**src/hdl/ps_frag_defines.svh**
```systemverilog
// ------------------------------
// stream, fragment and FIFO sizing macros
// for the fragmenter transmit path
// ------------------------------

`ifndef PS_FRAG_DEFINES_SVH
`define PS_FRAG_DEFINES_SVH

// stream word width
`define PS_WIDTH 16

// max payload words per fragment
`define PS_LENGTH 8

// length-minus-one field, ceil log2 of PS_LENGTH
`define PS_LEN_W $clog2(`PS_LENGTH)

// per-packet fragment sequence number
`define PS_SEQ_W 7

// depth of both fragmenter buffers, one fragment plus slack
`define PS_FIFO_DEPTH (`PS_LENGTH + 2)

`endif

```
**src/hdl/ps_frag_pkg.sv**
```systemverilog
// ------------------------------
// shared types of the fragmenter path
// word, length, sequence, header state and fragment kind
// ------------------------------

`include "ps_frag_defines.svh"

package ps_frag_pkg;

    // stream word
    typedef logic [`PS_WIDTH - 1 : 0] ps_word_t;

    // fragment length minus one
    typedef logic [`PS_LEN_W - 1 : 0] ps_len_t;

    // fragment number within a packet, wraps to zero
    typedef logic [`PS_SEQ_W - 1 : 0] ps_seq_t;

    // header bit 15
    typedef enum logic {
        FRAG_MID  = 1'b0,   // more fragments follow
        FRAG_LAST = 1'b1    // closes the packet
    } ps_frag_kind_e;

    // header inserter FSM
    typedef enum logic {
        HDR_HEADER  = 1'b0, // header word on output
        HDR_PAYLOAD = 1'b1  // payload pass-through
    } ps_hdr_state_e;

endpackage: ps_frag_pkg

```
**src/hdl/ps_frag_header.sv**
```systemverilog
// ------------------------------
// header inserter FSM
// numbers fragments, one header word then payload
// ------------------------------

`include "ps_frag_defines.svh"

module ps_frag_header (
    // reset and clock
    input  logic                  reset,
    input  logic                  clk,

    // buffered fragment stream
    input  ps_frag_pkg::ps_word_t i_dat,
    input  logic                  i_val,
    input  logic                  i_eop,
    input  ps_frag_pkg::ps_len_t  i_len,   // steady per fragment
    input  logic                  i_fin,
    output logic                  i_rdy,

    // output stream with headers
    output ps_frag_pkg::ps_word_t o_dat,
    output logic                  o_val,
    output logic                  o_eop,
    input  logic                  o_rdy
);
    import ps_frag_pkg::*;

    // zero gap between sequence and length fields
    localparam int unsigned HDR_PAD = `PS_WIDTH - 1 - `PS_SEQ_W - `PS_LEN_W;

    ps_hdr_state_e state;
    ps_seq_t       seq;        // fragment number in packet
    ps_frag_kind_e kind;
    ps_word_t      hdr_word;
    logic          hdr_acc;    // header taken by sink
    logic          eop_acc;    // last payload word taken

    // ------------------------------
    // header word
    // ------------------------------
    assign kind     = i_fin ? FRAG_LAST : FRAG_MID;
    assign hdr_word = {kind, seq, {HDR_PAD{1'b0}}, i_len}; // kind | seq | 0 | len

    assign hdr_acc = (state == HDR_HEADER)  & i_val & o_rdy;
    assign eop_acc = (state == HDR_PAYLOAD) & i_val & o_rdy & i_eop;

    // output mux
    always_comb begin
        o_val = i_val;              // header only once fragment is buffered
        case (state)
            HDR_PAYLOAD: begin
                o_dat = i_dat;
                o_eop = i_eop;
                i_rdy = o_rdy;      // straight pass-through
            end
            default: begin
                o_dat = hdr_word;
                o_eop = 1'b0;
                i_rdy = 1'b0;       // hold payload behind header
            end
        endcase
    end

    // ------------------------------
    // state and sequence
    // ------------------------------
    always_ff @(posedge clk or posedge reset) begin
        if (reset) begin
            state <= HDR_HEADER;
        end else begin
            case (state)
                HDR_HEADER:
                    if (hdr_acc)
                        state <= HDR_PAYLOAD;
                HDR_PAYLOAD:
                    if (eop_acc)
                        state <= HDR_HEADER;
                default:
                    state <= HDR_HEADER;
            endcase
        end
    end

    // next fragment number, restart per packet
    always_ff @(posedge clk or posedge reset) begin
        if (reset)
            seq <= '0;
        else if (eop_acc)
            seq <= (kind == FRAG_LAST) ? '0 : ps_seq_t'(seq + 1'b1);
    end

    // ------------------------------
    // checks
    // ------------------------------
    // stalled output holds, header and payload alike
    a_out_stable: assert property (
        @(posedge clk) disable iff (reset)
        o_val && !o_rdy |=> o_val && $stable(o_dat)
    ) else $error("ps_frag_header: output changed while stalled");

endmodule: ps_frag_header

```
**src/hdl/ps_frag_tx.sv**
```systemverilog
// ------------------------------
// fragmentation transmit top
// fragmenter followed by header inserter
// ------------------------------

module ps_frag_tx (
    // reset and clock
    input  logic                  reset,
    input  logic                  clk,

    // packet input
    input  ps_frag_pkg::ps_word_t i_dat,
    input  logic                  i_val,
    input  logic                  i_eop,
    output logic                  i_rdy,

    // header plus fragment output
    output ps_frag_pkg::ps_word_t o_dat,
    output logic                  o_val,
    output logic                  o_eop,
    input  logic                  o_rdy
);
    import ps_frag_pkg::*;

    // ------------------------------
    // fragment link
    // ------------------------------
    ps_word_t f_dat;
    logic     f_val;    // whole fragment buffered
    logic     f_eop;    // fragment end
    logic     f_rdy;
    ps_len_t  f_len;    // length minus one
    logic     f_fin;    // packet end

    ps_fragmenter u_fragmenter (
        .reset (reset),
        .clk   (clk),
        .i_dat (i_dat),
        .i_val (i_val),
        .i_eop (i_eop),
        .i_rdy (i_rdy),
        .o_len (f_len),
        .o_fin (f_fin),
        .o_dat (f_dat),
        .o_val (f_val),
        .o_eop (f_eop),
        .o_rdy (f_rdy)
    );

    ps_frag_header u_frag_header (
        .reset (reset),
        .clk   (clk),
        .i_dat (f_dat),
        .i_val (f_val),
        .i_eop (f_eop),
        .i_len (f_len),
        .i_fin (f_fin),
        .i_rdy (f_rdy),
        .o_dat (o_dat),
        .o_val (o_val),
        .o_eop (o_eop),
        .o_rdy (o_rdy)
    );

endmodule: ps_frag_tx

```
**src/hdl/ps_fragmenter.sv**
```systemverilog
// ------------------------------
// cuts input packets into fragments of up to PS_LENGTH words
// payload and length/last side info in two FIFOs
// ------------------------------

`include "ps_frag_defines.svh"

module ps_fragmenter (
    // reset and clock
    input  logic                  reset,
    input  logic                  clk,

    // input stream
    input  ps_frag_pkg::ps_word_t i_dat,
    input  logic                  i_val,
    input  logic                  i_eop,
    output logic                  i_rdy,

    // side info, steady over the whole fragment
    output ps_frag_pkg::ps_len_t  o_len,   // length minus one
    output logic                  o_fin,   // last fragment of packet

    // fragment stream, o_val only once fragment is complete
    output ps_frag_pkg::ps_word_t o_dat,
    output logic                  o_val,
    output logic                  o_eop,
    input  logic                  o_rdy
);
    import ps_frag_pkg::*;

    ps_len_t len_cnt;   // words so far in current fragment, minus one
    logic    i_eof;     // PS_LENGTH-th word of a fragment
    logic    in_acc;    // input transfer
    logic    len_wr;    // fragment closed this cycle
    logic    len_rdy;
    logic    dat_val;

    assign in_acc = i_val & i_rdy;
    assign i_eof  = (len_cnt == ps_len_t'(`PS_LENGTH - 1));
    assign len_wr = in_acc & (i_eop | i_eof);

    // ------------------------------
    // fragment length counter
    // ------------------------------
    always_ff @(posedge clk or posedge reset) begin
        if (reset)
            len_cnt <= '0;
        else if (in_acc)
            len_cnt <= (i_eop | i_eof) ? '0 : len_cnt + 1'b1; // restart on any cut
    end

    // payload, eop marks the fragment cut
    ps_scfifo #(
        .DWIDTH (`PS_WIDTH),
        .DEPTH  (`PS_FIFO_DEPTH)
    ) dat_buffer (
        .reset  (reset),
        .clk    (clk),
        .i_dat  (i_dat),
        .i_val  (i_val),
        .i_eop  (i_eop | i_eof),
        .i_rdy  (i_rdy),            // back-pressure only when full
        .o_dat  (o_dat),
        .o_val  (dat_val),
        .o_eop  (o_eop),
        .o_rdy  (o_val & o_rdy)     // pop only a complete fragment
    );

    // one entry per fragment, eop slot carries the packet end
    ps_scfifo #(
        .DWIDTH (`PS_LEN_W),
        .DEPTH  (`PS_FIFO_DEPTH)
    ) len_buffer (
        .reset  (reset),
        .clk    (clk),
        .i_dat  (len_cnt),
        .i_val  (len_wr),
        .i_eop  (i_eop),
        .i_rdy  (len_rdy),
        .o_dat  (o_len),
        .o_val  (o_val),
        .o_eop  (o_fin),
        .o_rdy  (o_val & o_rdy & o_eop) // retire on eop word
    );

    // ------------------------------
    // checks
    // ------------------------------
    a_len_no_refuse: assert property (
        @(posedge clk) disable iff (reset)
        len_wr |-> len_rdy
    ) else $error("ps_fragmenter: length FIFO refused a fragment");

    // a listed fragment always has its payload buffered
    a_len_has_dat: assert property (
        @(posedge clk) disable iff (reset)
        o_val |-> dat_val
    ) else $error("ps_fragmenter: length entry without payload");

endmodule: ps_fragmenter

```
**src/hdl/ps_scfifo.sv**
```systemverilog
// ------------------------------
// show-ahead single-clock FIFO
// data word plus eop flag, register array
// ------------------------------

module ps_scfifo
#(
    parameter int unsigned DWIDTH = 8,  // payload width
    parameter int unsigned DEPTH  = 10  // words
)
(
    // reset and clock
    input  logic                  reset,
    input  logic                  clk,

    // write side
    input  logic [DWIDTH - 1 : 0] i_dat,
    input  logic                  i_val,
    input  logic                  i_eop,
    output logic                  i_rdy,

    // read side, o_rdy acts as pop strobe
    output logic [DWIDTH - 1 : 0] o_dat,
    output logic                  o_val,
    output logic                  o_eop,
    input  logic                  o_rdy
);
    localparam int unsigned AW = (DEPTH > 1) ? $clog2(DEPTH) : 1;
    localparam int unsigned CW = $clog2(DEPTH + 1);
    localparam logic [AW - 1 : 0] PTR_LAST = AW'(DEPTH - 1);
    localparam logic [CW - 1 : 0] CNT_FULL = CW'(DEPTH);

    // ------------------------------
    // storage and pointers
    // ------------------------------
    logic [DWIDTH : 0]     mem [DEPTH];   // {eop, dat}
    logic [AW - 1 : 0]     wr_ptr;
    logic [AW - 1 : 0]     rd_ptr;
    logic [CW - 1 : 0]     count;         // words held
    logic                  wr_en;
    logic                  rd_en;

    assign i_rdy = (count != CNT_FULL);  // low only while full
    assign o_val = (count != '0);
    assign wr_en = i_val & i_rdy;
    assign rd_en = o_rdy & o_val;        // guarded pop

    // payload array, no reset
    always_ff @(posedge clk) begin
        if (wr_en)
            mem[wr_ptr] <= {i_eop, i_dat};
    end

    always_ff @(posedge clk or posedge reset) begin
        if (reset)
            wr_ptr <= '0;
        else if (wr_en)
            wr_ptr <= (wr_ptr == PTR_LAST) ? '0 : wr_ptr + 1'b1; // wrap at DEPTH
    end

    always_ff @(posedge clk or posedge reset) begin
        if (reset)
            rd_ptr <= '0;
        else if (rd_en)
            rd_ptr <= (rd_ptr == PTR_LAST) ? '0 : rd_ptr + 1'b1;
    end

    // occupancy
    always_ff @(posedge clk or posedge reset) begin
        if (reset) begin
            count <= '0;
        end else begin
            case ({wr_en, rd_en})
                2'b10:   count <= count + 1'b1;
                2'b01:   count <= count - 1'b1;
                default: count <= count;        // idle or simultaneous
            endcase
        end
    end

    // show-ahead output, head word straight from array
    assign o_dat = mem[rd_ptr][DWIDTH - 1 : 0];
    assign o_eop = mem[rd_ptr][DWIDTH];

    // ------------------------------
    // checks
    // ------------------------------
    // occupancy never runs past the array
    a_no_overflow: assert property (
        @(posedge clk) disable iff (reset)
        (count == CNT_FULL) && !rd_en |=> (count == CNT_FULL) && (wr_ptr == rd_ptr)
    ) else $error("ps_scfifo: write taken while full");

    // pop strobe from the consumer only when a word is shown
    a_no_underflow: assert property (
        @(posedge clk) disable iff (reset)
        o_rdy |-> o_val
    ) else $error("ps_scfifo: read strobe while empty");

endmodule: ps_scfifo

```
**config.mk**
```make
export PLATFORM = sky130hd
export DESIGN_NAME = ps_frag_tx
export DESIGN_NICKNAME = d
export VERILOG_FILES = /design/src/hdl/ps_frag_pkg.sv /design/src/hdl/ps_frag_header.sv /design/src/hdl/ps_frag_tx.sv /design/src/hdl/ps_fragmenter.sv /design/src/hdl/ps_scfifo.sv
export VERILOG_INCLUDE_DIRS = /design/src /design/src/hdl
export SDC_FILE = /design/constraint.sdc
export NUM_CORES = 1
export LEC_CHECK = 0
export BUFFER_PORTS_ARGS = -buffer_cell sky130_fd_sc_hd__buf_2
export CAP_MARGIN = 20
export CORE_ASPECT_RATIO = 0.6
export CORE_MARGIN = 10
export CORE_UTILIZATION = 61
export CTS_CLUSTER_DIAMETER = 120
export DETAILED_ROUTE_END_ITERATION = 7
export GPL_TIMING_DRIVEN = 0
export PLACE_DENSITY = 0.79
export REMOVE_ABC_BUFFERS = 1
export SLEW_MARGIN = 40
export SYNTH_ARGS = -nofsm -noshare
export SYNTH_HDL_FRONTEND = slang
export SYNTH_SLANG_ARGS = --single-unit
```
**constraint.sdc**
```tcl
create_clock -name clk -period 4.2 [get_ports clk]
set_input_delay 0.42 -clock clk [delete_from_list [all_inputs] [get_ports clk]]
set_output_delay 0.42 -clock clk [all_outputs]
set_load 0.02 [all_outputs]
```
Word level (Yosys, flattened, before mapping)
Memories as Yosys holds them, arrays and structs flattened.
Cells that the tools add are included.
{ "classes": {"n_eq_ne": 11, "muxes": 19, "n_div": 0, "shifts": 0, "n_reduce_logical": 4, "n_addsub": 10, "order_cmp": 0, "bitwise": 14, "n_mul": 0} }
{ "ops": {"columns": ["operator", "count"], "rows": [
  ["4-bit by 1-bit adder with 4-bit output, second input constant", 6],
  ["4-bit equality test, second input constant", 4],
  ["16-bit two-way mux", 1],
  ["4-bit two-way mux", 4],
  ["4-bit case mux with 2 select lines", 2],
  ["1-bit bitwise AND", 12],
  ["1-bit two-way mux", 9],
  ["4-bit inequality test, second input constant", 2],
  ["4-bit nonzero test", 2],
  ["4-bit by 1-bit subtractor with 4-bit output, second input constant", 2],
  ["7-bit by 1-bit adder with 7-bit output, second input constant", 1],
  ["7-bit two-way mux", 1],
  ["2-bit by 1-bit equality test with 1-bit output, second input constant", 2],
  ["2-bit equality test, second input constant", 2],
  ["2-bit nonzero test", 2],
  ["3-bit by 1-bit adder with 3-bit output, second input constant", 1],
  ["3-bit equality test, second input constant", 1],
  ["3-bit two-way mux", 1],
  ["1-bit case mux with 2 select lines", 1],
  ["1-bit inverter", 1],
  ["1-bit OR", 1]
]} }
{ "word_totals": {"latch_bits": 0, "romBits": 0, "ram_bits": 210, "elab_cells": 69, "register_bits": 35, "input_bits": 21, "memories": 2} }
{ "memory_table": {"columns": ["memory", "depth", "word_bits", "rd", "rd_clocked_by_memory_dff", "write_ports", "line", "source"], "rows": [
  ["u_fragmenter.dat_buffer.mem", 10, 17, 1, 0, 1, "ps_scfifo.sv:36", "logic [DWIDTH : 0] mem [DEPTH];"],
  ["u_fragmenter.len_buffer.mem", 10, 4, 1, 0, 1, "ps_scfifo.sv:36", null]
]} }

Depth between registers and ports, before layout
{ "logic_depth": {"word_depth": 6, "ltp_mapped": 14} }

By module
From an unflattened synthesis, not the netlist that was laid out.
{ "hier_totals": {"hier_cells": 675, "hier_area_um2": 10332.4} }
{ "modules_own_cells": {"columns": ["module", "area_per_inst_um2", "cells_each", "instances", "seq_area_each_um2"], "rows": [
  ["ps_scfifo at u_fragmenter.dat_buffer", 7265.7, 430, 1, 5405.2],
  ["ps_scfifo at u_fragmenter.len_buffer", 2284.7, 165, 1, 1501.4],
  ["ps_frag_header", 605.6, 65, 1, 200.2],
  ["ps_fragmenter", 176.4, 15, 1, 75.1]
]} }

Worst setup path before layout
No wires, ideal clock.
{ "synth_timing": {"path_kind": "register -> register", "startpoint": "reg u_fragmenter.dat_buffer.count[0]", "endpoint": "mem u_fragmenter.dat_buffer.mem[8][0] (netlist bit) (enable)", "t_required_ns": 3.765, "path_stages_with_launch": 6, "setup_slack_ns": 0.919, "synth_period_minus_slack_ns": 3.281, "setup_time_ns": 0.435, "arrival_time_ns": 2.846, "path_buffers": 1, "cell_sequence": "dfrtp_1 -> nand4bb_1 -> and2_1 -> inv_1 -> clkbuf_1 -> nor4_1"} }
{ "synth_between": {"elab_chain_cells": 4} }
{ "synth_lines": {"columns": ["element", "line", "source"], "rows": [
  ["start: declaration", "ps_scfifo.sv:39", "logic [CW - 1 : 0] count;"],
  ["start signal: assignment", "ps_scfifo.sv:74", "2'b10: count <= count + 1'b1;"],
  ["start signal: assignment", "ps_scfifo.sv:75", "2'b01: count <= count - 1'b1;"],
  ["start signal: assignment", "ps_scfifo.sv:76", "default: count <= count;"],
  ["4-bit inequality test", "ps_scfifo.sv:43", "assign i_rdy = (count != CNT_FULL);"],
  ["net i_rdy", "ps_frag_tx.sv:15", "output logic i_rdy,"],
  ["1-bit bitwise AND", "ps_scfifo.sv:45", "assign wr_en = i_val & i_rdy;"],
  ["1-bit two-way mux", "ps_scfifo.sv:50", "if (wr_en)"],
  ["1-bit two-way mux (implied by the code)", "ps_scfifo.sv:51", "mem[wr_ptr] <= {i_eop, i_dat};"],
  ["end: declaration", "ps_scfifo.sv:36", null]
]} }
The timed path passes the listed nets, and every way through them passes these cells.

Worst setup path after layout
{ "layout_timing": {"startpoint": "reg u_fragmenter.dat_buffer.rd_ptr[0]", "endpoint": "reg u_fragmenter.len_buffer.count[3]"} }
{ "layout_between": {"elab_chain_cells": 5, "word_cells_on_any_way": 7, "cone_classes": "2 x eq/ne; 1 x mux; 2 x bitwise; 1 x reduce/logical; 1 x memory"} }
{ "layout_lines": {"columns": ["element", "line", "source"], "rows": [
  ["start: declaration", "ps_scfifo.sv:38", "logic [AW - 1 : 0] rd_ptr;"],
  ["start signal: assignment", "ps_scfifo.sv:65", "rd_ptr <= (rd_ptr == PTR_LAST) ? '0 : rd_ptr + 1'b1;"],
  ["memory 10 x 17 bit (*)", null, null],
  ["1-bit bitwise AND (*)", "ps_fragmenter.sv:83", ".o_rdy (o_val & o_rdy & o_eop)"],
  ["1-bit bitwise AND (*)", "ps_scfifo.sv:46", "assign rd_en = o_rdy & o_val;"],
  ["net u_fragmenter.len_buffer.rd_en", "ps_scfifo.sv:41", "logic rd_en;"],
  ["2-bit by 1-bit equality test with 1-bit output or 2-bit equality test (tied branches)", "ps_scfifo.sv:73", "case ({wr_en, rd_en})"],
  ["4-bit case mux with 2 select lines or 2-bit nonzero test (tied branches)", null, null],
  ["end signal: assignment", "ps_scfifo.sv:74", null],
  ["end signal: assignment", "ps_scfifo.sv:75", null],
  ["end signal: assignment", "ps_scfifo.sv:76", null],
  ["end: declaration", "ps_scfifo.sv:39", null]
]} }
Mark *: on every way through the listed nets, which the timed path passes. The rest lies on a longest branch.
A chain may end at the register's enable or synchronous reset.

==> impl_metrics.yaml <==
timing:
  hold_slack_ps: 202
  finalCritPeriodShare_pct: 90.3
  final.setup.tns_ps: 0
  fmax_mhz: 264
  slew_viol_final: 0
  period_needed_ps: 3790
  finalSetupViolCount: 0
  hold_viol: 0
  worst_pin_slew_ps: 830
  worst_slack_ps: 406
  relSlewSlack_pct: 44.2
  rsz0062_at_grt: "no"
  skew_ps: 16.6
critical_path:
  regToRegEndpoint: "u_fragmenter.len_buffer.count[3]$_DFFE_PP0P_"
  startpoint_type: "flop"
  crit_end: "u_fragmenter.len_buffer.count[3]$_DFFE_PP0P_"
  setup.worst_path.start: "u_fragmenter.dat_buffer.rd_ptr[0]$_DFFE_PP0P_"
  r2r_slack_ps: 410
  worstPathArrival_ps: 4190
  crit_type: "flop to flop"
  end_kind: "flop"
  r2r-start: "u_fragmenter.dat_buffer.rd_ptr[0]$_DFFE_PP0P_"
  required_ps: 4600
  worstPathMaxFanout: 22
  ff2ff_path_depth: 13
place:
  dp_hpwl_mm: 13.8
  gp_congestion: 0.777
  dp_cells: 845
  io_buffers: 39
  place_ws_ps: 416
synth:
  async_flop_share_pct: 14.3
  yosysWarnings: 0
  synth_top_area_share_pct: 61.9
  avgSynthCellArea_um2: 17.3
  ys_types: 52
  synth.area.top_cells: "edfxtp_1 62%, mux4_2 8.8%, dfrtp_1 8.6%"
  netlist_area_mm2: 0.0102
  synth-edff-count: 210
  syn_inst: 588
  synth_largest_area_cell: "edfxtp_1"
  ys.flop_type: "edfxtp_1"
  synth-seq-area-share_pct: 70.6
  synth_seq_cells: 245
layout:
  utilization_pct: 71.7
  final_cell_mix: "210 x edfxtp_1, 46 x buf_2, 40 x mux4_2"
  final_layout_size_suffix_gt1_share_pct: 27.5
  area_growth_pct: 14.8
  final_cells: 886
  layout_commonest_cell: "edfxtp_1"
  nets: 674
  n_antenna_cell: 0
pwr:
  powerDensity_mw_per_mm2: 728
  pwr-share-seq_pct: 43.1
  p_sw_mw: 2.76
  p_int_mw: 5.74
  peakVddDrop_v: 0.000427
  p_clk_share_pct: 26.6
  p_leak_nw: 4.13
  p_sw_share_pct: 32.5
  share_comb_of_total_power_pct: 30.3
routing:
  wire_per_inst_um: 23.4
  postRouteAntennaNets: 0
  drt-total-wl_mm: 20.7
  vias: 5428
  first_pass_iters: 5
  drt_iter0_markers: 570
  drc: 0
  vias_per_cell: 6.13
grt:
  grt.total_usage_pct: 18.8
  grt_pass1_wl_mm: 33.1
  grt_start_max_net_pins: 38
  overflow: 0
  grt_pass1_vias: 5673
  grt_antenna_before_repair: 0
clocking:
  clockRootBuffer: "clkbuf_16"
  cts_buffer_depth: 3
  clock_sinks: 245
  cts_buffers: 22
  cts_tree: "done"
  htreeDepth: 1
  clk_latency_ps: 510
  clk_pin_slew_ps: 70
  post_cts_buffers: 0
floorplanning:
  initial_utilization_pct: 62.4
  design.die.area_mm2: 0.0224
  die_h_um: 120
  dieWidth_um: 187
  core_mm2: 0.0163
  num_rows: 36
  pin_count: 40
min_path:
  hp-class: "primary input to flop"
run_status:
  outcome: "completed"
job:
  drv_cap: 0
==> registers in the layout, summed over array words and instances (netlist names) <==
register and count:
u_frag_header.state 1, u_fragmenter.len_buffer.mem 40, u_fragmenter.len_buffer.wr_ptr 4, u_fragmenter.len_buffer.rd_ptr 4
u_frag_header.seq 7, u_fragmenter.dat_buffer.mem 170, u_fragmenter.len_buffer.count 4, u_fragmenter.len_cnt 3
u_fragmenter.dat_buffer.wr_ptr 4, u_fragmenter.dat_buffer.rd_ptr 4, u_fragmenter.dat_buffer.count 4
==> cell usage after synthesis (all sizes together), types with 2 or more instances <==
master,count
or2,6
mux2i,28
a21oi,9
ha,9
nand2b,6
a22o,2
xnor2,10
mux2,23
a21o,5
or3,2
o31ai,2
nor4,3
nand2,36
nor3,11
nand4bb,2
fa,2
nor3b,3
nor2b,13
mux4,40
o211ai,5
edfxtp,210
xor2,6
buf,14
and3,3
inv,13
nor2,23
a221o,3
o21ai,19
clkbuf,17
o211a,5
nand3,4
a211oi,7
dfrtp,35
==> critical path: stages (launching register included) <==
cell and delay (ps):
dfrtp_4 540, buf_12 240, mux4_2 510, or2_1 250, a32oi_4 390, or2_1 420, inv_2 110, ha_1 240
ha_1 280, a21o_1 180, a21oi_1 170, xnor2_1 130, nor2_1 60, xor2_1 140
==> power groups by stage <==
stage / Sequential (mW) / Clock (mW) / Combinational [mW]
after floorplan: 3.56 / 0 / 1.78
after global placement: 3.78 / 0 / 2.26
after detailed placement: 3.71 / 0 / 2.58
after CTS: 3.66 / 2.29 / 2.60
after global routing: 3.73 / 2.39 / 2.81
final: 3.66 / 2.26 / 2.57
==> metal layers <==
| metal | wire length, um | up-vias | track usage, % |
|---|---|---|---|
| li1 | - | 2402 | - |
| met3 | 1280 | 27 | 3.07 |
| met4 | 285 | 0 | 3.81 |
| met1 | 9420 | 2817 | 27.4 |
| met2 | 9760 | 182 | 29.5 |
| met5 | 0 | - | 0 |
==> metrics by stage <==
stage          area (um^2)  total power [mW]
2_1_floorplan        10000              5.34
3_3_place_gp         10500              6.05
3_5_place_dp         10800              6.29
4_1_cts              11700              8.55
5_1_grt              11700              8.93
6_report             11700              8.50
==> cells by family (layout without fill, tap and decap cells) <==
kind of cell / after synthesis / in the layout / synth area share [%]
compound gates: 62 / 62 / 4.35
xor+xnor: 16 / 16 / 1.38
fa+ha+maj: 11 / 11 / 1.50
buf+inv: 44 / 114 / 2.02
flops: 245 / 245 / 70.6
mux: 91 / 91 / 14.1
simple gates: 119 / 119 / 6.06
==> what timing repair did <==
item,in CTS,in global routing
hold buffers,0,1
gates resized for setup,0,0
hold endpoints to repair,0,2
==> layout make-up <==
type | count | area [um^2]
Clock buffer | 30 | 622
Clock inverter | 10 | 204
Fill cell | 998 | 4620
Inverter | 13 | 50.0
Multi-Input combinational cell | 299 | 2870
Sequential cell | 245 | 7190
Tap cell | 228 | 285
Timing Repair Buffer | 61 | 465
==> how the worst min path moves through the flow <==
stage / start / to / depth (start not counted)
floorplan: u_fragmenter.len_buffer.wr_ptr[0]$_DFFE_PP0P_ / u_fragmenter.len_buffer.wr_ptr[0]$_DFFE_PP0P_ / 1
global placement: u_fragmenter.dat_buffer.count[3]$_DFFE_PP0P_ / u_fragmenter.dat_buffer.count[3]$_DFFE_PP0P_ / 1
detailed placement: u_fragmenter.len_buffer.wr_ptr[0]$_DFFE_PP0P_ / u_fragmenter.len_buffer.wr_ptr[0]$_DFFE_PP0P_ / 1
CTS: reset / u_fragmenter.len_buffer.wr_ptr[0]$_DFFE_PP0P_ / 2
global route: i_dat[5] / u_fragmenter.dat_buffer.mem[4][5]$_DFFE_PP_ / 1
finish: i_dat[11] / u_fragmenter.dat_buffer.mem[5][11]$_DFFE_PP_ / 1
Power figures use the tool's default switching activity.
